File: src/verilog/riscv_wb_cfg.svh
// Build constants for the RISC-V memory access and write-back slice
`ifndef RISCV_WB_CFG_SVH
`define RISCV_WB_CFG_SVH

// Data path and instruction widths
`define RV_XLEN           32
`define RV_ILEN           32

// Pc shown by write-back out of reset
`define RV_PC_INIT        'h200

// Exception vector width with one bit per cause
`define RV_EXC_SIZE       16

// Data memory depth in words
`define RV_DMEM_WORDS     256

// Longest extra wait before the memory acknowledges
`define RV_DMEM_MAX_WAIT  3

`endif

File: src/verilog/riscv_wb_pkg.sv
// Opcode, load size and exception cause types plus the memory stage record
`include "riscv_wb_cfg.svh"

package riscv_wb_pkg;

  // Major opcodes, instruction bits 6:2
  typedef enum logic [4:0] {
    OPC_LOAD     = 5'b00000,
    OPC_MISC_MEM = 5'b00011,
    OPC_OP_IMM   = 5'b00100,
    OPC_AUIPC    = 5'b00101,
    OPC_STORE    = 5'b01000,
    OPC_STORE_FP = 5'b01001,
    OPC_OP       = 5'b01100,
    OPC_LUI      = 5'b01101,
    OPC_BRANCH   = 5'b11000,
    OPC_JALR     = 5'b11001,
    OPC_JAL      = 5'b11011,
    OPC_SYSTEM   = 5'b11100
  } opcode_e;

  // Access size from func3
  typedef enum logic [2:0] {
    SZ_B  = 3'b000,
    SZ_H  = 3'b001,
    SZ_W  = 3'b010,
    SZ_BU = 3'b100,
    SZ_HU = 3'b101
  } mem_size_e;

  // Bit positions in the exception vector
  typedef enum logic [3:0] {
    CAUSE_MISALIGNED_LOAD    = 4'd4,
    CAUSE_LOAD_ACCESS_FAULT  = 4'd5,
    CAUSE_MISALIGNED_STORE   = 4'd6,
    CAUSE_STORE_ACCESS_FAULT = 4'd7
  } cause_e;

  // addi x0,x0,0
  localparam logic [`RV_ILEN-1:0] INSTR_NOP = 'h13;

  // Contents of the memory stage register
  typedef struct packed {
    logic [`RV_XLEN-1:0] pc;
    logic [`RV_ILEN-1:0] instr;
    logic [`RV_XLEN-1:0] r;
    logic [`RV_XLEN-1:0] adr;
    logic                bubble;
  } mem_stage_t;

endpackage
File: src/verilog/dmem_if.sv
// Data memory request and response bundle shared by the memory stage and write-back
`timescale 1ns/10ps
`include "riscv_wb_cfg.svh"

interface dmem_if;

  // Request side, from the memory stage
  logic                  req;
  logic                  we;
  logic [`RV_XLEN/8-1:0] be;
  logic [`RV_XLEN-1:0]   adr;
  logic [`RV_XLEN-1:0]   d;

  // Response side, from the data memory
  // Flags only meaningful together with ack
  logic                  ack;
  logic [`RV_XLEN-1:0]   q;
  logic                  misaligned;
  logic                  fault;

  // Memory stage issues the access
  modport lsu (output req, we, be, adr, d);

  // Memory answers it
  modport mem (
    input  req, we, be, adr, d,
    output ack, q, misaligned, fault
  );

  // Write-back only watches the exchange
  modport wb (input req, adr, ack, q, misaligned, fault);

endinterface

File: src/verilog/riscv_wb.sv
// Write-back stage with load alignment, exception merge, stall and register write
`timescale 1ns/10ps
`include "riscv_wb_cfg.svh"

module riscv_wb (
  input  logic                     clk,
  input  logic                     rstn,
  input  riscv_wb_pkg::mem_stage_t stage,
  dmem_if.wb                       dmem,

  // Memory wait
  output logic                     wb_stall,

  output logic [`RV_XLEN-1:0]      wb_pc,
  output logic [`RV_ILEN-1:0]      wb_instr,
  output logic                     wb_valid,
  output logic [`RV_EXC_SIZE-1:0]  wb_exception,
  output logic [`RV_XLEN-1:0]      wb_badaddr,

  // Register file write port
  output logic [4:0]               wb_dst,
  output logic [`RV_XLEN-1:0]      wb_r,
  output logic                     wb_we
);

  riscv_wb_pkg::opcode_e   opcode;
  riscv_wb_pkg::mem_size_e func3;
  logic [4:0]              dst;

  logic [`RV_EXC_SIZE-1:0] exception;
  logic                    mem_exc;
  logic                    writes_rd;

  logic [7:0]              m_qb;
  logic [15:0]             m_qh;
  logic [`RV_XLEN-1:0]     m_data;

  assign opcode = riscv_wb_pkg::opcode_e'(stage.instr[6:2]);
  assign func3  = riscv_wb_pkg::mem_size_e'(stage.instr[14:12]);
  assign dst    = stage.instr[11:7];

  // Hold everything until the memory answers
  assign wb_stall = dmem.req & ~dmem.ack;

  ////////////////////////////////////////////////////////////
  // Load data
  ////////////////////////////////////////////////////////////

  // Requested lanes down to bit 0
  assign m_qb = 8'(dmem.q >> {dmem.adr[1:0], 3'b000});
  assign m_qh = 16'(dmem.q >> {dmem.adr[1:0], 3'b000});

  always_comb
    case (func3)
      riscv_wb_pkg::SZ_B:  m_data = {{(`RV_XLEN-8){m_qb[7]}}, m_qb};
      riscv_wb_pkg::SZ_H:  m_data = {{(`RV_XLEN-16){m_qh[15]}}, m_qh};
      riscv_wb_pkg::SZ_BU: m_data = {{(`RV_XLEN-8){1'b0}}, m_qb};
      riscv_wb_pkg::SZ_HU: m_data = {{(`RV_XLEN-16){1'b0}}, m_qh};
      default:             m_data = dmem.q;
    endcase

  ////////////////////////////////////////////////////////////
  // Exceptions
  ////////////////////////////////////////////////////////////

  // Memory flags land in the load or store causes
  always_comb
  begin
    exception = '0;
    if (dmem.ack && opcode == riscv_wb_pkg::OPC_LOAD)
    begin
      exception[riscv_wb_pkg::CAUSE_MISALIGNED_LOAD]   = dmem.misaligned;
      exception[riscv_wb_pkg::CAUSE_LOAD_ACCESS_FAULT] = dmem.fault;
    end
    if (dmem.ack && opcode == riscv_wb_pkg::OPC_STORE)
    begin
      exception[riscv_wb_pkg::CAUSE_MISALIGNED_STORE]   = dmem.misaligned;
      exception[riscv_wb_pkg::CAUSE_STORE_ACCESS_FAULT] = dmem.fault;
    end
  end

  // Only memory causes exist in this slice
  assign mem_exc = |exception;

  // No destination write for these
  always_comb
    case (opcode)
      riscv_wb_pkg::OPC_STORE,
      riscv_wb_pkg::OPC_STORE_FP,
      riscv_wb_pkg::OPC_BRANCH,
      riscv_wb_pkg::OPC_MISC_MEM: writes_rd = 1'b0;
      default:                    writes_rd = 1'b1;
    endcase

  ////////////////////////////////////////////////////////////
  // Write-back registers
  ////////////////////////////////////////////////////////////

  // Valid and we pulse once per instruction
  always_ff @(posedge clk or negedge rstn)
    if (!rstn)
    begin
      wb_pc        <= `RV_PC_INIT;
      wb_instr     <= riscv_wb_pkg::INSTR_NOP;
      wb_exception <= '0;
      wb_valid     <= 1'b0;
      wb_we        <= 1'b0;
    end
    else
    begin
      wb_valid <= ~stage.bubble & ~wb_stall;
      wb_we    <= ~stage.bubble & ~wb_stall & ~mem_exc & (|dst) & writes_rd;
      if (!wb_stall)
      begin
        wb_pc        <= stage.pc;
        wb_instr     <= stage.instr;
        wb_exception <= exception;
      end
    end

  // Result, destination and bad address
  always_ff @(posedge clk)
    if (!wb_stall)
    begin
      wb_dst     <= dst;
      wb_r       <= (opcode == riscv_wb_pkg::OPC_LOAD) ? m_data : stage.r;
      wb_badaddr <= mem_exc ? dmem.adr : stage.pc;
    end

endmodule

File: src/flat_wrapper.sv
// flat-port wrapper written by rule: the top's interface ports become plain ports
module riscv_wb_flat 
  (clk, rstn, stage, wb_stall, wb_pc, wb_instr, wb_valid, wb_exception, wb_badaddr, wb_dst, wb_r, wb_we, dmem_req, dmem_adr, dmem_ack, dmem_q, dmem_misaligned, dmem_fault);
  dmem_if dmem_i ();
  input  logic clk;
  input  logic rstn;
  input  riscv_wb_pkg::mem_stage_t stage;
  output logic wb_stall;
  output logic [`RV_XLEN-1:0] wb_pc;
  output logic [`RV_ILEN-1:0] wb_instr;
  output logic wb_valid;
  output logic [`RV_EXC_SIZE-1:0] wb_exception;
  output logic [`RV_XLEN-1:0] wb_badaddr;
  output logic [4:0] wb_dst;
  output logic [`RV_XLEN-1:0] wb_r;
  output logic wb_we;
  input wire logic [$bits(dmem_i.req)-1:0] dmem_req;
  input wire logic [$bits(dmem_i.adr)-1:0] dmem_adr;
  input wire logic [$bits(dmem_i.ack)-1:0] dmem_ack;
  input wire logic [$bits(dmem_i.q)-1:0] dmem_q;
  input wire logic [$bits(dmem_i.misaligned)-1:0] dmem_misaligned;
  input wire logic [$bits(dmem_i.fault)-1:0] dmem_fault;
  assign dmem_i.req = dmem_req;
  assign dmem_i.adr = dmem_adr;
  assign dmem_i.ack = dmem_ack;
  assign dmem_i.q = dmem_q;
  assign dmem_i.misaligned = dmem_misaligned;
  assign dmem_i.fault = dmem_fault;
  riscv_wb u_core (.clk(clk), .rstn(rstn), .stage(stage), .dmem(dmem_i), .wb_stall(wb_stall), .wb_pc(wb_pc), .wb_instr(wb_instr), .wb_valid(wb_valid), .wb_exception(wb_exception), .wb_badaddr(wb_badaddr), .wb_dst(wb_dst), .wb_r(wb_r), .wb_we(wb_we));
endmodule
File: config.mk
export PLATFORM = sky130hd
export DESIGN_NAME = riscv_wb_flat
export DESIGN_NICKNAME = d
export VERILOG_FILES = /design/src/verilog/riscv_wb_pkg.sv /design/src/verilog/dmem_if.sv /design/src/verilog/riscv_wb.sv /design/src/flat_wrapper.sv
export VERILOG_INCLUDE_DIRS = /design/src /design/src/verilog
export SDC_FILE = /design/constraint.sdc
export NUM_CORES = 1
export LEC_CHECK = 0
export BUFFER_PORTS_ARGS = -buffer_cell sky130_fd_sc_hd__buf_2
export CAP_MARGIN = 5
export CELL_PAD_IN_SITES_DETAIL_PLACEMENT = 0
export CELL_PAD_IN_SITES_GLOBAL_PLACEMENT = 1
export CORE_AREA = 2 2 136 138
export CTS_CLUSTER_DIAMETER = 50
export DETAILED_ROUTE_END_ITERATION = 7
export DIE_AREA = 0 0 138 140
export GPL_ROUTABILITY_DRIVEN = 0
export PLACE_DENSITY = 0.95
export SLEW_MARGIN = 20
export SYNTH_ARGS = -nofsm -noshare
export SYNTH_HDL_FRONTEND = slang
export SYNTH_SLANG_ARGS = --single-unit
File: constraint.sdc
create_clock -name clk -period 6.4 [get_ports clk]
set_input_delay 0.64 -clock clk [delete_from_list [all_inputs] [get_ports clk]]
set_output_delay 0.64 -clock clk [all_outputs]
set_load 0.01 [all_outputs]
### Word-level counts from Yosys, hierarchy flattened

Cells that the tools add are included.

| storage, ports and cells | value |
|---|---|
| output and inout bits | 152 |
| input bits | 199 |
| logic and storage cells | 38 |
| flip-flop bits (word level) | 139 |

| operators by class | value |
|---|---|
| shift operators | 1 |
| reduce and logical (&&, ||, !) cells | 7 |
| equality and inequality tests | 7 |
| bitwise logic cells | 9 |
| mux-type cells | 6 |

Operators by type and width:

| cell | number |
|---|---|
| $pmux W32 S4 | 1 |
| $mux W32 | 2 |
| $shr A32 B5 Y16 | 1 |
| $eq A5 B4 Y1 const B | 2 |
| $reduce_or A4 Y1 | 2 |
| $eq A3 B3 Y1 const B | 2 |
| $and A1 B1 Y1 | 5 |
| $eq A5 B2 Y1 const B | 1 |
| $eq A5 B5 Y1 const B | 1 |
| $logic_not A5 Y1 | 1 |
| $reduce_or A5 Y1 | 1 |
| $mux W2 | 2 |
| $not A1 Y1 | 4 |
| $eq A3 B1 Y1 const B | 1 |
| $logic_not A3 Y1 | 1 |
| $logic_and A1 B1 Y1 | 2 |
| $mux W1 | 1 |

### Longest topological paths before layout

| depth | value |
|---|---|
| word-level depth | 8 |
| gate-level depth with buffers | 6 |
| gate-level depth less buffers | 5 |

### Least setup slack after synthesis

Ideal clock, no wire load.

| path | value |
|---|---|
| path type | input to output |
| from | in dmem_ack |
| to | out wb_stall |
| path buffers | 1 |
| arrival | 2.869 ns |
| required time | 5.760 ns |
| stages on the path | 3 |
| path slack | 2.891 ns |
| cells stage by stage | nand2b_1 inv_2 clkbuf_1 |

| between the ends | value |
|---|---|
| cells in the longest elaborated chain, start to end | 2 |

RTL lines:

| element | line | text |
|---|---|---|
| start, declared | flat_wrapper.sv:19 | `input wire logic [$bits(dmem_i.ack)-1:0] dmem_ack;` |
| $not A1 Y1 | riscv_wb.sv:43 | `assign wb_stall = dmem.req & ~dmem.ack;` |
| $and A1 B1 Y1 | riscv_wb.sv:43 |  |
| end, declared | flat_wrapper.sv:8 | `output logic wb_stall;` |

No other way between the ends.

### Worst setup path after layout

Ends and elaborated chain as after synthesis.

==> impl_metrics.csv <==
group,metric,value,unit
run_status,status,"finished, final reports clean",
drt,first_iter_violations,367,
drt,wl,18800,um
worst_hold_path,hp-class,"in2async",
final_layout,fillCellCount,1635,
synth,synthArstFlopShare,50.4,%
final_layout,seq_area,0.00383,mm2
clocking,insertion_delay,0.41,ns
timing,layout_setup_ws,3.79,ns
drt,firstDrtPassIters,4,
die,rows,49,
global_route,gr-usage-all-layers,19.0,%
critical_path,cp_slowest_cell,"inv_2",
critical_path,criticalPathCategory,"in2out",
power,power.leakage,4.02,nW
critical_path,cp_data_arrival_time,1.97,ns
critical_path,critPathMaxStageDelay,0.75,ns
synth,syn_inst,465,
critical_path,path_max_fanout,48,
synth,synth_area,0.00634,mm2
die,start_util,35.7,%
synth,synth_top_area_share,32.7,%
final_layout,syn_to_final_growth,35.0,%
timing,slew_headroom,29.8,%
synth,ys_seq_area_share,60.3,%
placement,dp_hpwl,13600,um
timing,clock_skew,0,ns
die,die_x,138,um
drt,vias,5000,
clocking,cts_setup_buffers,0,
critical_path,path_cells,"buf_2 -> nand2b_4 -> inv_2 -> buf_2",
final_layout,fin_nets,964,
clocking,htreeDepth,4,
placement,pre_cts_ws,3.70,ns
clocking,clk_path_buf_depth,2,
timing,worstMarginPinSlew,1.05,ns
synth,yosys.area.top_type,"edfxtp_1",
synth,ys_ff_latch,139,
synth,ys_top_cells_by_area,"edfxtp_1 (33%), dfrtp_1 (26%), mux2_2 (12%), mux2_4 (6.9%), o21ai_0 (2.6%)",
timing,final.setup.tns,0,ns
critical_path,cp_top_family,"buffers and inverters",
clocking,cts-resized-gates,0,
timing,max_freq,384,MHz
die,die_h,140,um
critical_path,cpMostUsedCell,"buf_2",
clocking,cts_hold_buf,0,
drt,postRouteAntennaNets,0,
critical_path,path_buf_inv,3,
job,cap_viol_max_count,0,
synth,yosysWarningCount,0,
placement,dp_cells,975,
critical_path,cp-start-kind,"input pin",
final_layout,multi_input_area,0.00230,mm2
power,power.density,272,mW/mm2
timing,setup_viol,0,
placement,port_buffers,306,
die,core-area,0.0178,mm2
drt,drc,0,
synth,synth-edff-count,69,
drt,vias_per_cell,4.95,
timing,report.final.slew_viol_count,0,
clocking,cts_sinks,139,
critical_path,required,5.76,ns
timing,layout_min_cycle_time,2.61,ns
clocking,path_clk_slew,0.07,ns
synth,synth_top_flop_cell,"edfxtp_1",
critical_path,end_kind,"output port",
die,die_area,0.0193,mm2
timing,report.final.hold_viol_count,0,
global_route,antenna_found_initial,6,
synth,syn_area_per_cell,13.6,um2
final_layout,fin_cells,1011,
die,io_pins,351,
global_route,grt_max_degree,71,
timing,rsz0062_at_grt,"false",
power,peakVddDrop,0.168,mV
drt,wl_per_cell,18.6,um
timing,finalCritPeriodShare,40.7,%
global_route,grt_pass1_wl,28400,um
global_route,overflow,0,
synth,synth_cell_types,38,
global_route,grt_pass1_vias,5021,
clocking,cts-root-buf,"clkbuf_16",
clocking,cts_buffers,17,
clocking,cts_tree,"yes",
final_layout,layout-drive-gt1-share,58.0,%
cell type report:
class,count,area share [%]
multi-input cells,293,26.9
well taps,229,3.35
clock inverters,14,1.48
clock buffers,18,5.01
diodes,4,0.117
repair buffers,311,18.3
inverters,3,0.131
flip-flops and latches,139,44.7
metal layers:
| layer | global-route usage, % | wire [um] |
|---|---|---|
| met2 | 31.0 | 9090 |
| met3 | 5.47 | 1430 |
| met4 | 8.22 | 597 |
| met1 | 23.6 | 7680 |
| met5 | 0 | 27 |
stage by stage:
stage	hold slack (ns)	utilization, %	cell area [um2]	power [mW]
global route	0.381	48.1	8560	2.43
CTS	0.376	48.1	8550	2.36
finish	0.346	48.2	8560	2.33
floorplan	0.344	-	6390	1.24
detailed placement	0.467	45.0	8000	1.41
global placement	0.460	45.0	8000	1.40
report_power, final:
| group | internal [mW] | leakage, nW | switching (mW) |
|---|---|---|---|
| combinational | 0.154 | 2.22 | 0.182 |
| clock | 0.512 | 0.266 | 0.428 |
| sequential | 1.03 | 1.53 | 0.0280 |
synthesized netlist by cell type, types with 2 or more instances:
cell type,number
nand2_1,28
nand3b_1,2
mux2_2,65
o21ai_0,33
nand2b_1,11
nor2b_1,3
mux2i_1,10
a22oi_1,8
o22ai_1,16
inv_1,2
buf_2,12
and2_1,8
a32o_1,4
buf_6,4
a21oi_1,24
nor2_1,27
edfxtp_1,69
mux2_4,29
buf_4,15
dfstp_2,4
clkbuf_1,9
dfrtp_1,66
cell families (layout without fill, tap and decap cells):
kind of cell | Yosys count | after routing | synth area share (%)
compound gates | 91 | 91 | 8.74
buf+inv | 44 | 346 | 4.20
flops | 139 | 139 | 60.3
mux | 104 | 104 | 20.0
other cells | 1 | 16 | 0.0591
simple gates | 86 | 86 | 6.69
path summary, 6_finish.rpt:
kind	start	slack [ns]	to	cells past startpoint
worst max-delay path	dmem_ack	3.79	wb_stall	4
worst min register to register	u_core.wb_instr[14]$_DFFE_PN0N_	0.47	u_core.wb_instr[14]$_DFFE_PN0N_	2
worst max register to register	u_core.wb_instr[31]$_DFFE_PN0N_	5.61	u_core.wb_instr[31]$_DFFE_PN0N_	1
max in group asynchronous	rstn	5.44	u_core.wb_instr[12]$_DFFE_PN0N_	1
worst min-delay path	rstn	0.35	u_core.wb_pc[5]$_DFFE_PN0N_	1
min in group clk	stage[0]	0.39	u_core.wb_valid$_DFF_PN0_	2
placed cells by master, fill, tap and decap left out, types with 2 or more instances in the layout:
| master | instances |
|---|---|
| buf_2 | 305 |
| edfxtp_1 | 69 |
| dfrtp_1 | 66 |
| mux2_2 | 65 |
| o21ai_0 | 33 |
| mux2_4 | 29 |
| nand2_1 | 28 |
| nor2_1 | 27 |
| a21oi_1 | 24 |
| clkbuf_16 | 17 |
| o22ai_1 | 16 |
| conb_1 | 12 |
| mux2i_1 | 10 |
| nand2b_1 | 10 |
| a22oi_1 | 8 |
| and2_1 | 8 |
| buf_4 | 6 |
| diode_2 | 4 |
| a32o_1 | 4 |
| inv_6 | 4 |
| inv_8 | 4 |
| dfstp_2 | 4 |
| clkinvlp_4 | 3 |
| nand3b_1 | 2 |
| inv_1 | 2 |
| nor2b_1 | 2 |
| clkinv_4 | 2 |
state kept, by name, summed over array words and instances (netlist names):
| name | cells |
|---|---|
| u_core.wb_badaddr | 32 |
| u_core.wb_dst | 5 |
| u_core.wb_exception | 4 |
| u_core.wb_instr | 32 |
| u_core.wb_pc | 32 |
| u_core.wb_r | 32 |
| u_core.wb_valid | 1 |
| u_core.wb_we | 1 |
Note: power is estimated with default switching activity, not from simulation.
