`src/verilog/riscv_wb_cfg.svh`:
```
// Build constants for the RISC-V memory access and write-back slice
`ifndef RISCV_WB_CFG_SVH
`define RISCV_WB_CFG_SVH

// Data path and instruction widths
`define RV_XLEN           32
`define RV_ILEN           32

// Pc shown by write-back out of reset
`define RV_PC_INIT        'h200

// Exception vector width with one bit per cause
`define RV_EXC_SIZE       16

// Data memory depth in words
`define RV_DMEM_WORDS     256

// Longest extra wait before the memory acknowledges
`define RV_DMEM_MAX_WAIT  3

`endif

```
`src/verilog/riscv_wb_pkg.sv`:
```
// Opcode, load size and exception cause types plus the memory stage record
`include "riscv_wb_cfg.svh"

package riscv_wb_pkg;

  // Major opcodes, instruction bits 6:2
  typedef enum logic [4:0] {
    OPC_LOAD     = 5'b00000,
    OPC_MISC_MEM = 5'b00011,
    OPC_OP_IMM   = 5'b00100,
    OPC_AUIPC    = 5'b00101,
    OPC_STORE    = 5'b01000,
    OPC_STORE_FP = 5'b01001,
    OPC_OP       = 5'b01100,
    OPC_LUI      = 5'b01101,
    OPC_BRANCH   = 5'b11000,
    OPC_JALR     = 5'b11001,
    OPC_JAL      = 5'b11011,
    OPC_SYSTEM   = 5'b11100
  } opcode_e;

  // Access size from func3
  typedef enum logic [2:0] {
    SZ_B  = 3'b000,
    SZ_H  = 3'b001,
    SZ_W  = 3'b010,
    SZ_BU = 3'b100,
    SZ_HU = 3'b101
  } mem_size_e;

  // Bit positions in the exception vector
  typedef enum logic [3:0] {
    CAUSE_MISALIGNED_LOAD    = 4'd4,
    CAUSE_LOAD_ACCESS_FAULT  = 4'd5,
    CAUSE_MISALIGNED_STORE   = 4'd6,
    CAUSE_STORE_ACCESS_FAULT = 4'd7
  } cause_e;

  // addi x0,x0,0
  localparam logic [`RV_ILEN-1:0] INSTR_NOP = 'h13;

  // Contents of the memory stage register
  typedef struct packed {
    logic [`RV_XLEN-1:0] pc;
    logic [`RV_ILEN-1:0] instr;
    logic [`RV_XLEN-1:0] r;
    logic [`RV_XLEN-1:0] adr;
    logic                bubble;
  } mem_stage_t;

endpackage
```
`src/verilog/dmem_if.sv`:
```
// Data memory request and response bundle shared by the memory stage and write-back
`timescale 1ns/10ps
`include "riscv_wb_cfg.svh"

interface dmem_if;

  // Request side, from the memory stage
  logic                  req;
  logic                  we;
  logic [`RV_XLEN/8-1:0] be;
  logic [`RV_XLEN-1:0]   adr;
  logic [`RV_XLEN-1:0]   d;

  // Response side, from the data memory
  // Flags only meaningful together with ack
  logic                  ack;
  logic [`RV_XLEN-1:0]   q;
  logic                  misaligned;
  logic                  fault;

  // Memory stage issues the access
  modport lsu (output req, we, be, adr, d);

  // Memory answers it
  modport mem (
    input  req, we, be, adr, d,
    output ack, q, misaligned, fault
  );

  // Write-back only watches the exchange
  modport wb (input req, adr, ack, q, misaligned, fault);

endinterface

```
`src/verilog/mem_access.sv`:
```
// Memory stage register that accepts executed instructions and issues loads and stores
`timescale 1ns/10ps
`include "riscv_wb_cfg.svh"

module mem_access (
  input  logic                     clk,
  input  logic                     rstn,

  // Upstream handshake
  input  logic                     in_valid,
  output logic                     in_ready,
  input  logic [`RV_XLEN-1:0]      in_pc,
  input  logic [`RV_ILEN-1:0]      in_instr,
  input  logic [`RV_XLEN-1:0]      in_r,
  input  logic [`RV_XLEN-1:0]      in_adr,

  // Back-pressure from write-back
  input  logic                     wb_stall,
  output riscv_wb_pkg::mem_stage_t stage,

  dmem_if.lsu                      dmem
);

  ////////////////////////////////////////////////////////////
  // Stage register
  ////////////////////////////////////////////////////////////

  logic                  take;
  logic                  bubble_q;
  logic [`RV_XLEN-1:0]   pc_q;
  logic [`RV_ILEN-1:0]   instr_q;
  logic [`RV_XLEN-1:0]   r_q;
  logic [`RV_XLEN-1:0]   adr_q;

  riscv_wb_pkg::opcode_e   opcode;
  riscv_wb_pkg::mem_size_e size;
  logic                    is_load;
  logic                    is_store;
  logic [`RV_XLEN/8-1:0]   be;

  // Accept only while write-back moves
  assign in_ready = ~wb_stall;
  assign take     = in_valid & in_ready;

  // Edge without a transfer loads a bubble
  always_ff @(posedge clk or negedge rstn)
    if (!rstn)
      bubble_q <= 1'b1;
    else if (!wb_stall)
      bubble_q <= ~take;

  // Payload only changes on a transfer
  always_ff @(posedge clk)
    if (take)
    begin
      pc_q    <= in_pc;
      instr_q <= in_instr;
      r_q     <= in_r;
      adr_q   <= in_adr;
    end

  always_comb
  begin
    stage.pc     = pc_q;
    stage.instr  = instr_q;
    stage.r      = r_q;
    stage.adr    = adr_q;
    stage.bubble = bubble_q;
  end

  ////////////////////////////////////////////////////////////
  // Access decode
  ////////////////////////////////////////////////////////////

  assign opcode   = riscv_wb_pkg::opcode_e'(instr_q[6:2]);
  assign size     = riscv_wb_pkg::mem_size_e'(instr_q[14:12]);
  assign is_load  = ~bubble_q & (opcode == riscv_wb_pkg::OPC_LOAD);
  assign is_store = ~bubble_q & (opcode == riscv_wb_pkg::OPC_STORE);

  // Byte lanes for the access
  // An empty mask means the access does not fit its lanes
  always_comb
    case (size)
      riscv_wb_pkg::SZ_B,
      riscv_wb_pkg::SZ_BU: be = 4'b0001 << adr_q[1:0];
      riscv_wb_pkg::SZ_H,
      riscv_wb_pkg::SZ_HU: be = adr_q[0] ? 4'b0000 : 4'b0011 << adr_q[1:0];
      riscv_wb_pkg::SZ_W:  be = (|adr_q[1:0]) ? 4'b0000 : 4'b1111;
      default:             be = 4'b0000;
    endcase

  // Request held while the stage holds the access
  assign dmem.req = is_load | is_store;
  assign dmem.we  = is_store;
  assign dmem.be  = be;
  assign dmem.adr = adr_q;

  // Store data moved onto its byte lanes
  assign dmem.d   = r_q << {adr_q[1:0], 3'b000};

endmodule

```
`src/flat_wrapper.sv`:
```
// flat-port wrapper written by rule: the top's interface ports become plain ports
module mem_access_flat 
  (clk, rstn, in_valid, in_ready, in_pc, in_instr, in_r, in_adr, wb_stall, stage, dmem_req, dmem_we, dmem_be, dmem_adr, dmem_d);
  dmem_if dmem_i ();
  input  logic clk;
  input  logic rstn;
  input  logic in_valid;
  output logic in_ready;
  input  logic [`RV_XLEN-1:0] in_pc;
  input  logic [`RV_ILEN-1:0] in_instr;
  input  logic [`RV_XLEN-1:0] in_r;
  input  logic [`RV_XLEN-1:0] in_adr;
  input  logic wb_stall;
  output riscv_wb_pkg::mem_stage_t stage;
  output wire logic [$bits(dmem_i.req)-1:0] dmem_req;
  output wire logic [$bits(dmem_i.we)-1:0] dmem_we;
  output wire logic [$bits(dmem_i.be)-1:0] dmem_be;
  output wire logic [$bits(dmem_i.adr)-1:0] dmem_adr;
  output wire logic [$bits(dmem_i.d)-1:0] dmem_d;
  assign dmem_req = dmem_i.req;
  assign dmem_we = dmem_i.we;
  assign dmem_be = dmem_i.be;
  assign dmem_adr = dmem_i.adr;
  assign dmem_d = dmem_i.d;
  mem_access u_core (.clk(clk), .rstn(rstn), .in_valid(in_valid), .in_ready(in_ready), .in_pc(in_pc), .in_instr(in_instr), .in_r(in_r), .in_adr(in_adr), .wb_stall(wb_stall), .stage(stage), .dmem(dmem_i));
endmodule
```
`config.mk`:
```
export PLATFORM = sky130hd
export DESIGN_NAME = mem_access_flat
export DESIGN_NICKNAME = d
export VERILOG_FILES = /design/src/verilog/riscv_wb_pkg.sv /design/src/verilog/dmem_if.sv /design/src/verilog/mem_access.sv /design/src/flat_wrapper.sv
export VERILOG_INCLUDE_DIRS = /design/src /design/src/verilog
export SDC_FILE = /design/constraint.sdc
export NUM_CORES = 1
export LEC_CHECK = 0
export BUFFER_PORTS_ARGS = -buffer_cell sky130_fd_sc_hd__buf_4
export CORE_AREA = 5 5 124 126
export CTS_CLUSTER_SIZE = 30
export DETAILED_ROUTE_END_ITERATION = 7
export DIE_AREA = 0 0 129 131
export PLACE_DENSITY = 0.68
export SLEW_MARGIN = 40
export SYNTH_ARGS = -nofsm -noshare
export SYNTH_HDL_FRONTEND = slang
export SYNTH_SLANG_ARGS = --single-unit
```
`constraint.sdc`:
```
create_clock -name clk -period 2.1 [get_ports clk]
set_input_delay 0.525 -clock clk [delete_from_list [all_inputs] [get_ports clk]]
set_output_delay 0.525 -clock clk [all_outputs]
set_load 0.02 [all_outputs]
```
Yosys cells after proc, flatten, opt, wreduce, memory -nomap -nowiden
Index checks and enable logic that the tools add are counted.

Equal/unequal tests: 5. Shift-type cells: 3. Reduce and logical (&&, ||, !) cells: 5. Bitwise operators: 7. Multiplexer cells: 3.

Operator list (count): $shl A32 B5 Y32 (1); $pmux W4 S3 (1); $mux W4 (2); $eq A3 B3 Y1 const B (2); $reduce_or A2 Y1 (3); $eq A5 B4 Y1 const B (1); $logic_not A5 Y1 (1); $shl A1 B2 Y4 const A (1); $shl A2 B2 Y4 const A (1); $and A1 B1 Y1 (3); $eq A3 B1 Y1 const B (1); $eq A3 B2 Y1 const B (1); $logic_not A3 Y1 (1); $not A1 Y1 (3); $or A1 B1 Y1 (1).

Register bits: 129. Logic and storage cells: 28. Input bits: 132. Output and inout bits: 200.

Depth between registers and ports, before layout
Gate-level depths: netlist of the first run.

Depth after elaboration: 3. Depth in mapped cells: 4. Gate-level depth less buffers: 2.

Worst setup path before layout of the first run
Ideal clock, no wire load.

Path type: input to register. Start: in wb_stall. End: reg u_core.adr_q[0] (netlist: u_core.dmem.adr[0]) (enable). Data arrival time: 6.238 ns. Buffers on the path: 0. Stages: 1. Setup slack: -4.774 ns. Path through: nor2b_1.

Longest elaborated chain between the ends: 2.

Ends and longest elaborated chain: start: declaration (RTL line flat_wrapper.sv:13) `input logic wb_stall;`; $not A1 Y1 (RTL line mem_access.sv:42) `assign in_ready = ~wb_stall;`; $and A1 B1 Y1 (RTL line mem_access.sv:43) `assign take = in_valid & in_ready;`; end signal: assignment (RTL line mem_access.sv:59) `adr_q <= in_adr;`; end: declaration (RTL line mem_access.sv:33) `` logic [`RV_XLEN-1:0] adr_q; ``.

No other way between the ends. A chain may end at the register's enable or synchronous reset.

Final worst setup path of the first run
Start: reg u_core.instr_q[12]. End: out dmem_be[3].

Longest elaborated chain between the ends: 3. Elaborated cells on any way between the ends: 8. Classes of those cells: 4 x eq/ne; 1 x mux; 3 x reduce/logical.

Ends and longest elaborated chain: start: declaration (RTL line mem_access.sv:31) `` logic [`RV_ILEN-1:0] instr_q; ``; start signal: assignment (RTL line mem_access.sv:57) `instr_q <= in_instr;`; $eq A3 B1 Y1 (tied with other cells) (RTL line mem_access.sv:83) `case (size)`; $reduce_or A2 Y1 (RTL line mem_access.sv:83); $pmux W4 S3 * (RTL line mem_access.sv:83); end: declaration (RTL line flat_wrapper.sv:17) `output wire logic [$bits(dmem_i.be)-1:0] dmem_be;`.

Mark *: on every way between the ends. The rest lies on a longest branch, timed or not.

==> summary.md, run 1 <==
| Metric | Value |
|---|---|
| Routed met2 length | 8130 µm |
| Post-synthesis mux area share | 6.65% |
| Crit end category | output pin |
| Final Cell Area | 8290 µm² |
| Wire length per cell | 19.4 µm |
| Min cycle time layout | 2.27 ns |
| Power Density | 855 nW/µm² |
| Metal-1 WL | 4960 µm |
| Die width | 129 µm |
| RSZ-0062 raised after global routing | true |
| Largest area contributor in the netlist | edfxtp_1 |
| # Max-Cap Violations | 0 |
| Final Hold Fails | 0 |
| DR iter-0 viols | 102 |
| Main synth FF type | edfxtp_1 |
| Placed insts | 732 |
| Post-synthesis adder-cell area fraction | 0% |
| Mapped cell area | 4820 µm² |
| VDD IR max | 0.000592 V |
| Die area | 16,900 µm² |
| CP startpoint kind | flip-flop |
| Crit Path Category | flip-flop to output pin |
| Worst path required time | 1.57 ns |
| Synth area leaders | edfxtp_1 80%, mux2i_1 6.6%, buf_4 5.6% |
| Critical Path Fanout Max | 4 |
| Crit path DAT | 1.74 ns |
| CTS tree | yes |
| ANT nets after route | 0 |
| Die Y | 131 µm |
| F_max | 0.441 GHz |
| Root Driver | clkbuf_16 |
| Most common library cells after synthesis | 128 x edfxtp_1, 36 x buf_4, 32 x mux2i_1, 10 x nor2_1, 9 x and2_1 |
| Filler cell count | 1,121 |
| Port bufs | 331 |
| Slew Limit Fails | 0 |
| Failing checks | negative setup slack |
| Cell count after synthesis | 247 |
| Area share of the largest cell type after synthesis | 79.8% |
| Synthesis-stage register bit count | 129 |
| CP max-delay cell | or4b_4 |
| Clock tree buffer depth | 2 |
| CTS clk-pin slew, worst paths | 0.06 ns |
| Largest family of logic cells by synthesized area | multiplexers |
| Num CTS Buffers | 17 |
| Vias | 3,471 |
| Clk Latency, worst-skew pair | 0.40 ns |
| Area Growth Syn to Fin | 72.0% |
| Setup ws final | -0.169 ns |
| Met3 WL | 1740 µm |
| CP peak stage delay | 0.56 ns |
| Warnings from Yosys | 0 |
| Synth Area in Compound Gates | 2.57% |
| CP delay by family, top | simple AND/OR/NAND/NOR gates |
| Sequential area share after synthesis | 80.3% |
| Syn Nets | 379 |
| # IOs | 332 |
| Worst min path class | input pin to async pin |
| DRC violations left | 0 |
| Worst slew margin | 74.8% |
| EDFF count, synth | 128 |
| Global Route Usage Sum | 16.7% |
| Vias in the first global route | 3,660 |
| Share of layout cells above drive strength 1 | 72.0% |
| Final setup viols | 29 |
| RD Place Congestion | 0.930 |
| Critical-path cell list | or4b_4 -> o221ai_2 -> buf_4 |
| Period utilization | 108% |
| Inserted Diodes | 0 |
| First-pass detailed-route iteration total | 4 |
| Worst slew pin tran | 0.378 ns |
| Core area | 14,200 µm² |
| Buffers plus inverters on the worst setup path | 1 |
| Yosys cell types | 26 |
| Initial antenna violation count | 0 |
| DPL Wire Length | 11,500 µm |
| Worst hold slack | 0.0433 ns |
| Nets | 712 |
| # rows | 44 |
| Simple-gate portion of the synthesized area | 4.03% |
| Clock tree sinks | 129 |
| Pre-CTS WS | 0.226 ns |
| Via/cell ratio | 4.47 |
| H-Tree Depth | 4 |
| Syn avg cell area | 19.5 µm² |
| Post-Synth XOR/XNOR Area | 0% |
| Clk_skew | 0 ns |
| Leakage Power | 3.55 nW |
| Uppermost layer routed | met4 |
| Drt total wl | 15,100 µm |
| Pin count of the biggest net entering global routing | 69 |
| Asr flop ratio synth | 0.775% |
| DP Area | 7340 µm² |
| Count leader, synth | edfxtp_1 |
| Initial Util | 33.9% |
| First-pass GRT wire length | 20,700 µm |
| Grt ovf | 0 |
| Non-Filler Instances | 777 |
| Status | finished with violations |
## layer usage
metal | vias up | GRT usage, %
li1 | 1580 | -
met1 | 1674 | 17.5
met3 | 19 | 8.37
met2 | 198 | 28.7
met4 | 0 | 6.42
met5 | - | 0
## power by group
group          leakage, nW  total, mW  internal, mW  switching, mW
combinational         2.09       1.30         0.637          0.659
sequential            1.21       3.15          3.03          0.111
clock                0.251       2.64          1.52           1.12
total                 3.55       7.08          5.19           1.89
## worst reg2reg max path: cells and delay by family, from the launching register on
kind,cells,cell delay (ns)
DFF,1,0.55
AOI/OAI and AO/OA,1,0.17
buffers and inverters,1,0.04
## kinds of logic after synthesis
family | count (synthesis)
flops | 129
buf+inv | 43
mux | 32
simple gates | 29
compound gates | 14
## flip-flops by register name, summed over array words and instances (netlist names)
name and cells:
u_core.bubble_q 1, u_core.dmem.adr 32, u_core.instr_q 32, u_core.pc_q 32
u_core.r_q 32
## what timing repair did
item / in CTS / in global routing
endpoints found under the setup margin: 30 / 38
buffers inserted: 8 / 7
hold buffers: 0 / 0
pin swaps: 8 / 4
resized for setup: 60 / 17
endpoints found under the hold margin: 0 / 0
cloned: 2 / 0
## placed cells by master, fill, tap and decap left out, types with 2 or more instances in the layout
cell | netlist | layout
and2_4 | 0 | 9
buf_12 | 0 | 5
buf_4 | 36 | 323
buf_6 | 0 | 25
clkbuf_16 | 0 | 17
clkinv_1 | 0 | 2
clkinvlp_4 | 0 | 4
edfxtp_1 | 128 | 128
inv_1 | 2 | 2
inv_6 | 0 | 5
mux2i_1 | 32 | 21
mux2i_2 | 0 | 9
mux2i_4 | 0 | 2
nor2_1 | 10 | 5
nor2_2 | 0 | 2
nor2_4 | 0 | 3
nor2b_4 | 0 | 2
o2bb2ai_1 | 8 | 4
o2bb2ai_2 | 0 | 2
o2bb2ai_4 | 0 | 2
## final timing paths
check                                    from                   to  slack [ns]  depth (start not counted)
max                        u_core.instr_q[12]           dmem_be[3]       -0.17                          3
min                                      rstn      u_core.bubble_q        0.04                          1
max reg2reg                   u_core.bubble_q      u_core.bubble_q        1.26                          2
min reg2reg                   u_core.bubble_q      u_core.bubble_q        0.51                          2
max in group asynchronous                rstn      u_core.bubble_q        2.04                          1
min in group clk                   in_adr[14]  u_core.dmem.adr[14]        0.29                          1
## stage by stage
step           TNS (ns)  total power [mW]  util, %
3_3_place_gp          0              4.36     51.7
5_1_grt           -3.99              7.39     58.3
3_5_place_dp          0              4.38     51.7
4_1_cts           -2.29              7.15     57.9
2_1_floorplan   -101.93              3.75        -
6_report          -1.99              7.08     58.3
## cell type report
cell class                      count  area, µm²  share of cell area, %
Clock buffer                       18        429                   5.18
Clock inverter                     14        106                   1.28
Sequential cell                   129       3870                   46.7
Inverter                            3       11.3                  0.136
Tap cell                          184        230                   2.78
Timing Repair Buffer              354       2820                   34.0
Multi-Input combinational cell     75        818                   9.87
Note: power is estimated with default switching activity, not from simulation.
==> inputs of run 2 (changes only) <==
--- a/config.mk
+++ b/config.mk
@@ -6,12 +6,13 @@
 export SDC_FILE = /design/constraint.sdc
 export NUM_CORES = 1
 export LEC_CHECK = 0
+export ABC_AREA = 1
 export BUFFER_PORTS_ARGS = -buffer_cell sky130_fd_sc_hd__buf_4
-export CORE_AREA = 5 5 124 126
+export CORE_AREA = 5 5 127 129
 export CTS_CLUSTER_SIZE = 30
 export DETAILED_ROUTE_END_ITERATION = 7
-export DIE_AREA = 0 0 129 131
-export PLACE_DENSITY = 0.68
+export DIE_AREA = 0 0 132 134
+export PLACE_DENSITY = 0.66
 export SLEW_MARGIN = 40
 export SYNTH_ARGS = -nofsm -noshare
 export SYNTH_HDL_FRONTEND = slang
==> run 2 against run 1 <==
Net effect:
- the run still ends with negative setup slack left
- wire length grew 6.8%
- maximum frequency grew 5.7%
- die area grew 4.7%
- register-to-register slack gained 0.08 ns
- critical path depth grew 3
- sequential power is essentially flat
- largest cell class unchanged
- highest routed layer unchanged
==> summary.md, run 2 <==
| Metric | Value |
|---|---|
| CP startpoint kind | flip-flop (unchanged) |
| Warnings from Yosys | 0 (unchanged) |
| Area share of the largest cell type after synthesis | 79.1% (was 79.8%) |
| Most common library cells after synthesis | 128 x edfxtp_1, 110 x nand2_1, 34 x buf_4, 17 x nor2_1, 13 x nand3_1 (was 128 x edfxtp_1, 36 x buf_4, 32 x mux2i_1, 10 x nor2_1, 9 x and2_1) |
| Drt total wl | 16,100 µm (was 15,100 µm) |
| Syn avg cell area | 14.6 µm² (was 19.5 µm²) |
| H-Tree Depth | 4 (unchanged) |
| RSZ-0062 raised after global routing | true (unchanged) |
| Crit path DAT | 1.62 ns (was 1.74 ns) |
| Synthesis-stage register bit count | 129 (unchanged) |
| Via/cell ratio | 4.55 (was 4.47) |
| Crit end category | output pin (unchanged) |
| DR iter-0 viols | 244 (was 102) |
| Area Growth Syn to Fin | 74.2% (was 72.0%) |
| Synth area leaders | edfxtp_1 79%, nand2_1 8.5%, buf_4 5.3% (was edfxtp_1 80%, mux2i_1 6.6%, buf_4 5.6%) |
| Power Density | 848 nW/µm² (was 855 nW/µm²) |
| Vias in the first global route | 4,186 (was 3,660) |
| F_max | 0.466 GHz (was 0.441 GHz) |
| Inserted Diodes | 0 (unchanged) |
| Worst slew pin tran | 0.361 ns (was 0.378 ns) |
| Worst min path class | input pin to async pin (unchanged) |
| Vias | 3,956 (was 3,471) |
| Min cycle time layout | 2.15 ns (was 2.27 ns) |
| Yosys cell types | 19 (was 26) |
| Sequential area share after synthesis | 79.7% (was 80.3%) |
| # IOs | 332 (unchanged) |
| Slew Limit Fails | 0 (unchanged) |
| Pin count of the biggest net entering global routing | 45 (was 69) |
| Main synth FF type | edfxtp_1 (unchanged) |
| Nets | 801 (was 712) |
| VDD IR max | 0.000711 V (was 0.000592 V) |
| Largest area contributor in the netlist | edfxtp_1 (unchanged) |
| Critical Path Fanout Max | 4 (unchanged) |
| ANT nets after route | 0 (unchanged) |
| Die width | 132 µm (was 129 µm) |
| First-pass detailed-route iteration total | 5 (was 4) |
| Core area | 14,900 µm² (was 14,200 µm²) |
| Clk Latency, worst-skew pair | 0.40 ns (about the same) |
| Root Driver | clkbuf_16 (unchanged) |
| Leakage Power | 3.80 nW (was 3.55 nW) |
| Setup ws final | -0.0468 ns (was -0.169 ns) |
| Commonest non-fill, non-tap cell in the layout | buf_4 (unchanged) |
| Pre-CTS WS | 0.241 ns (was 0.226 ns) |
| DRC violations left | 0 (unchanged) |
| Num CTS Buffers | 17 (unchanged) |
| Period utilization | 102% (was 108%) |
| EDFF count, synth | 128 (unchanged) |
| Clk_skew | 0 ns (unchanged) |
| Asr flop ratio synth | 0.775% (unchanged) |
| Die Y | 134 µm (was 131 µm) |
| Syn Nets | 464 (was 379) |
| # rows | 45 (was 44) |
| # Max-Cap Violations | 0 (unchanged) |
| Port bufs | 331 (unchanged) |
| CTS tree | yes (unchanged) |
| Pwr Total | 7.17 mW (was 7.08 mW) |
| Die area | 17,700 µm² (was 16,900 µm²) |
| Status | finished with violations (unchanged) |
| Share of layout cells above drive strength 1 | 65.5% (was 72.0%) |
| Grt ovf | 0 (unchanged) |
| Global Route Usage Sum | 17.1% (was 16.7%) |
| First-pass GRT wire length | 23,400 µm (was 20,700 µm) |
| Failing checks | negative setup slack (unchanged) |
| Clock tree sinks | 129 (unchanged) |
| Cell count after synthesis | 332 (was 247) |
| Crit Path Category | flip-flop to output pin (unchanged) |
| Worst slew margin | 75.9% (was 74.8%) |
| Clock tree buffer depth | 2 (unchanged) |
| Mapped cell area | 4860 µm² (was 4820 µm²) |
| Final setup viols | 14 (was 29) |
| Wire length per cell | 18.5 µm (was 19.4 µm) |
| DPL Wire Length | 12,200 µm (was 11,500 µm) |
| Most frequent cells in the layout | 322 x buf_4, 128 x edfxtp_1, 77 x nand2_1, 32 x buf_6, 19 x nand2_2 (was 323 x buf_4, 128 x edfxtp_1, 25 x buf_6, 21 x mux2i_1, 17 x clkbuf_16) |
| CTS clk-pin slew, worst paths | 0.05 ns (was 0.06 ns) |
| RD Place Congestion | 0.942 (was 0.930) |
| Count leader, synth | edfxtp_1 (unchanged) |
| DP Area | 7410 µm² (was 7340 µm²) |
| Initial antenna violation count | 0 (unchanged) |
| Worst path required time | 1.57 ns (about the same) |
| Final Hold Fails | 0 (unchanged) |
| Final Cell Area | 8460 µm² (was 8290 µm²) |
| Initial Util | 32.6% (was 33.9%) |
==> run 2: cell types whose count changed in the layout (fill, tap and decap cells not counted), sizes merged, moves of 2 or more <==
| cell | previous run | this run |
|---|---|---|
| nor2 | 10 | 21 |
| a21oi | 2 | 8 |
| mux2i | 32 | 0 |
| clkbuf | 18 | 22 |
| and2 | 9 | 0 |
| buf | 354 | 358 |
| or2b | 2 | 0 |
| nor2b | 2 | 0 |
| nand2 | 0 | 111 |
| o2bb2ai | 8 | 0 |
| nand3 | 0 | 13 |
==> run 2: metal layers <==
layer	up-vias	part of all wire, %	GRT usage, %
li1	1794	-	-
met1	1855	35	18.6
met2	274	51	28.9
met3	33	12	8.70
met4	0	2.0	5.94
met5	-	0	0
==> run 2: final timing paths <==
path / endpoint / startpoint / slack [ns] / cells past startpoint
worst min register to register: u_core.bubble_q / u_core.bubble_q / 0.53 / 2
worst min-delay path: u_core.bubble_q / rstn / 0.05 / 1
worst max-delay path: dmem_d[23] / u_core.dmem.adr[0] / -0.05 / 6
worst max register to register: u_core.bubble_q / u_core.bubble_q / 1.34 / 2
min in group clk: u_core.pc_q[2] / in_pc[2] / 0.30 / 1
max in group asynchronous: u_core.bubble_q / rstn / 2.03 / 1
==> run 2: repair_timing <==
item	4_1_cts	5_1_grt
endpoints found under the setup margin	25	32
hold buffers	0	0
gates resized for setup	36	72
setup buffers	10	3
gates cloned	1	1
endpoints found under the hold margin	0	0
pin swaps	7	16
==> run 2: layout make-up <==
class / instances / area (µm²)
Clock buffer: 22 / 454
Clock inverter: 10 / 88.8
Fill cell: 1222 / 6460
Inverter: 8 / 47.5
Multi-Input combinational cell: 155 / 915
Sequential cell: 129 / 3870
Tap cell: 188 / 235
Timing Repair Buffer: 358 / 2850
==> run 2: cell families after synthesis <==
kind of cell	share of synthesized area, %
buffers and inverters	7.24
flip-flops	79.7
AO/OA/AOI/OAI	0.927
AND/OR/NAND/NOR	12.2
==> run 2: metrics by stage <==
step / setup TNS [ns] / utilization [%] / cells / hold WS, ns
2_1_floorplan: -97.63 / - / 332 / 0.377
3_3_place_gp: 0 / 49.7 / 823 / 0.457
3_5_place_dp: 0 / 49.7 / 823 / 0.462
4_1_cts: -0.325 / 54.8 / 866 / 0.0252
5_1_grt: -2.86 / 56.7 / 870 / 0.0197
6_report: -0.292 / 56.7 / 870 / 0.0509
==> run 2: where the power goes <==
group | internal (mW) | total [mW] | switching, mW
clock | 1.65 | 2.68 | 1.02
sequential | 3.04 | 3.15 | 0.118
combinational | 0.625 | 1.34 | 0.719
total | 5.31 | 7.17 | 1.86
==> run 2: worst max-delay path, cell delays in order, from the launching register on <==
cell and delay [ns]:
edfxtp_1 0.47, buf_6 0.17, nor2_4 0.16, buf_6 0.16
nand2_1 0.08, nand3_2 0.08, buf_6 0.12
==> inputs of run 3 (changes only) <==
--- a/config.mk
+++ b/config.mk
@@ -8,11 +8,11 @@
 export LEC_CHECK = 0
 export ABC_AREA = 1
 export BUFFER_PORTS_ARGS = -buffer_cell sky130_fd_sc_hd__buf_4
-export CORE_AREA = 5 5 127 129
+export CORE_AREA = 5 5 125 127
 export CTS_CLUSTER_SIZE = 30
 export DETAILED_ROUTE_END_ITERATION = 7
-export DIE_AREA = 0 0 132 134
-export PLACE_DENSITY = 0.66
+export DIE_AREA = 0 0 130 132
+export PLACE_DENSITY = 0.7
 export SLEW_MARGIN = 40
 export SYNTH_ARGS = -nofsm -noshare
 export SYNTH_HDL_FRONTEND = slang
==> constraint.sdc (replaced) <==
create_clock -name clk -period 1.7 [get_ports clk]
set_input_delay 0.425 -clock clk [delete_from_list [all_inputs] [get_ports clk]]
set_output_delay 0.425 -clock clk [all_outputs]
set_load 0.02 [all_outputs]
==> run 3 against run 2 <==
Net effect:
- the flow still finishes with violations (negative setup slack)
- die area decreased by 3.0%
- largest power group unchanged
- highest routed layer is now met5
- sequential power up 23%
- power rose by 27%
- flip-flop and latch count is the same
- sequential share of layout area increased by 0.19 points
- critical path depth shrank 1
- final cell count is 0.46% lower
==> summary.md, run 3 (same netlist as run 2, synthesis figures left out) <==
| Metric | Value |
|---|---|
| Core area | 14,300 µm² (was 14,900 µm²) |
| Commonest non-fill, non-tap cell in the layout | buf_4 (unchanged) |
| Reg area | 3870 µm² (unchanged) |
| Clk Latency, worst-skew pair | 0.40 ns (about the same) |
| Pin count of the biggest net entering global routing | 50 (was 45) |
| Crit path DAT | 1.62 ns (about the same) |
| CP startpoint kind | flip-flop (unchanged) |
| Clock tree sinks | 129 (unchanged) |
| Multi-input combinational cell area | 782 µm² (was 915 µm²) |
| Vias | 3,904 (was 3,956) |
| Die Y | 132 µm (was 134 µm) |
| Power Density | 1080 nW/µm² (was 848 nW/µm²) |
| Status | finished with violations (unchanged) |
| VDD IR max | 0.000957 V (was 0.000711 V) |
| Final setup viols | 38 (was 14) |
| Via/cell ratio | 4.51 (was 4.55) |
| # IOs | 332 (unchanged) |
| Initial Util | 33.9% (was 32.6%) |
| Clk_skew | 0 ns (unchanged) |
| Pwr Total | 9.11 mW (was 7.17 mW) |
| Period utilization | 120% |
| Most frequent cells in the layout | 325 x buf_4, 128 x edfxtp_1, 87 x nand2_1, 26 x buf_6, 21 x nand2_2 (was 322 x buf_4, 128 x edfxtp_1, 77 x nand2_1, 32 x buf_6, 19 x nand2_2) |
| Crit-path most repeated cell | nand3_1 (was buf_6) |
| Nets | 802 (was 801) |
| Setup ws final | -0.342 ns (was -0.0468 ns) |
| Critical Path Fanout Max | 6 (was 4) |
| First-pass GRT wire length | 22,000 µm (was 23,400 µm) |
| CTS tree | yes (unchanged) |
| Vias in the first global route | 3,982 (was 4,186) |
| First-pass detailed-route iteration total | 4 (was 5) |
| Worst path required time | 1.27 ns (was 1.57 ns) |
| RSZ-0062 raised after global routing | true (unchanged) |
| Filler cell count | 1,122 (was 1,222) |
| Num CTS Buffers | 17 (unchanged) |
| Non-Filler Instances | 866 (was 870) |
| CP peak stage delay | 0.47 ns (about the same) |
| F_max | 0.490 GHz |
| Worst slew margin | 77.7% (was 75.9%) |
| Leakage Power | 3.80 nW (about the same) |
| Min cycle time layout | 2.04 ns |
| Port bufs | 331 (unchanged) |
| Drt total wl | 15,300 µm (was 16,100 µm) |
| Global Route Usage Sum | 17.1% (about the same) |
| Inserted Diodes | 0 (unchanged) |
| Worst min path class | input pin to flip-flop (was input pin to async pin) |
| Critical-path cell list | buf_12 -> nor2_4 -> nand3_1 -> nand3_1 -> buf_4 (was buf_6 -> nor2_4 -> buf_6 -> nand2_1 -> nand3_2 -> buf_6) |
| Initial antenna violation count | 1 (was 0) |
| CP max-delay cell | edfxtp_1 (unchanged) |
| Buffers plus inverters on the worst setup path | 2 (was 3) |
| Placed insts | 822 (was 823) |
| # Max-Cap Violations | 0 (unchanged) |
| Crit Path Category | flip-flop to output pin (unchanged) |
| Final Hold Fails | 0 (unchanged) |
| Crit end category | output pin (unchanged) |
| Root Driver | clkbuf_16 (unchanged) |
| Clock tree buffer depth | 2 (unchanged) |
| Wire length per cell | 17.6 µm (was 18.5 µm) |
| R2R setup slack | 0.92 ns (was 1.34 ns) |
| Worst slew pin tran | 0.334 ns (was 0.361 ns) |
| DR iter-0 viols | 155 (was 244) |
| Failing checks | negative setup slack (unchanged) |
| DPL Wire Length | 11,900 µm (was 12,200 µm) |
| Area Growth Syn to Fin | 73.5% (was 74.2%) |
| DRC violations left | 0 (unchanged) |
| Grt ovf | 0 (unchanged) |
| Slew Limit Fails | 0 (unchanged) |
| Share of layout cells above drive strength 1 | 63.9% (was 65.5%) |
| ANT nets after route | 0 (unchanged) |
| # rows | 44 (was 45) |
| Die width | 130 µm (was 132 µm) |
| CTS clk-pin slew, worst paths | 0.06 ns (was 0.05 ns) |
| H-Tree Depth | 4 (unchanged) |
| CP delay by family, top | flip-flops (unchanged) |
| RD Place Congestion | 1.00 (was 0.942) |
| Die area | 17,200 µm² (was 17,700 µm²) |
==> run 3: cell count changes in the layout (fill, tap and decap cells not counted), sizes merged <==
cell         change
clkbuf           -5
bufinv           +2
buf              +1
clkinv           +1
dlygate4sd3      +1
inv              +1
nor2             -1
==> run 3: through the flow <==
stage	setup WS [ns]	area [µm²]	setup TNS (ns)	util, %	hold slack [ns]
global placement	0.118	7480	0	52.3	0.358
floorplan	-1.06	4880	-136.33	-	0.277
detailed placement	0.0883	7480	0	52.3	0.358
global route	-0.438	8430	-13.97	58.9	0.161
CTS	-0.317	8330	-10.07	58.2	0.174
finish	-0.342	8430	-10.17	58.9	0.194
==> run 3: power breakdown <==
group	internal (mW)	switching, mW
registers	3.75	0.136
logic	0.773	0.850
clock network	2.29	1.31
==> run 3: timing repair <==
| item | 4_1_cts | 5_1_grt |
|---|---|---|
| gates resized for setup | 46 | 22 |
| pin swaps | 7 | 6 |
| cloned | 1 | 0 |
| hold endpoints to repair | 1 | 0 |
| setup buffers | 8 | 3 |
| endpoints found under the setup margin | 40 | 42 |
| hold buffers | 1 | 0 |
==> run 3: layout make-up <==
class                   instances  area share, %
flip-flops and latches        129           45.9
repair buffers                360           34.5
multi-input cells             154           9.28
clock buffers                  17           5.05
well taps                     184           2.73
clock inverters                14           1.96
inverters                       8          0.534
==> run 3: metal layers <==
layer | vias to the layer above | share of wire, % | GRT usage, %
met4 | 2 | 2.9 | 7.45
li1 | 1791 | - | -
met5 | - | 0.085 | 0
met3 | 33 | 12 | 7.78
met2 | 250 | 52 | 29.2
met1 | 1828 | 33 | 17.9
==> run 3: worst paths after layout <==
| check | start | end | cells past startpoint |
|---|---|---|---|
| setup / recovery | u_core.dmem.adr[0] | dmem_be[3] | 5 |
| hold / removal | in_adr[6] | u_core.dmem.adr[6] | 1 |
| setup reg to reg | u_core.bubble_q | u_core.bubble_q | 2 |
| hold reg to reg | u_core.bubble_q | u_core.bubble_q | 2 |
| max in group asynchronous | rstn | u_core.bubble_q | 2 |
| min in group asynchronous | rstn | u_core.bubble_q | 2 |
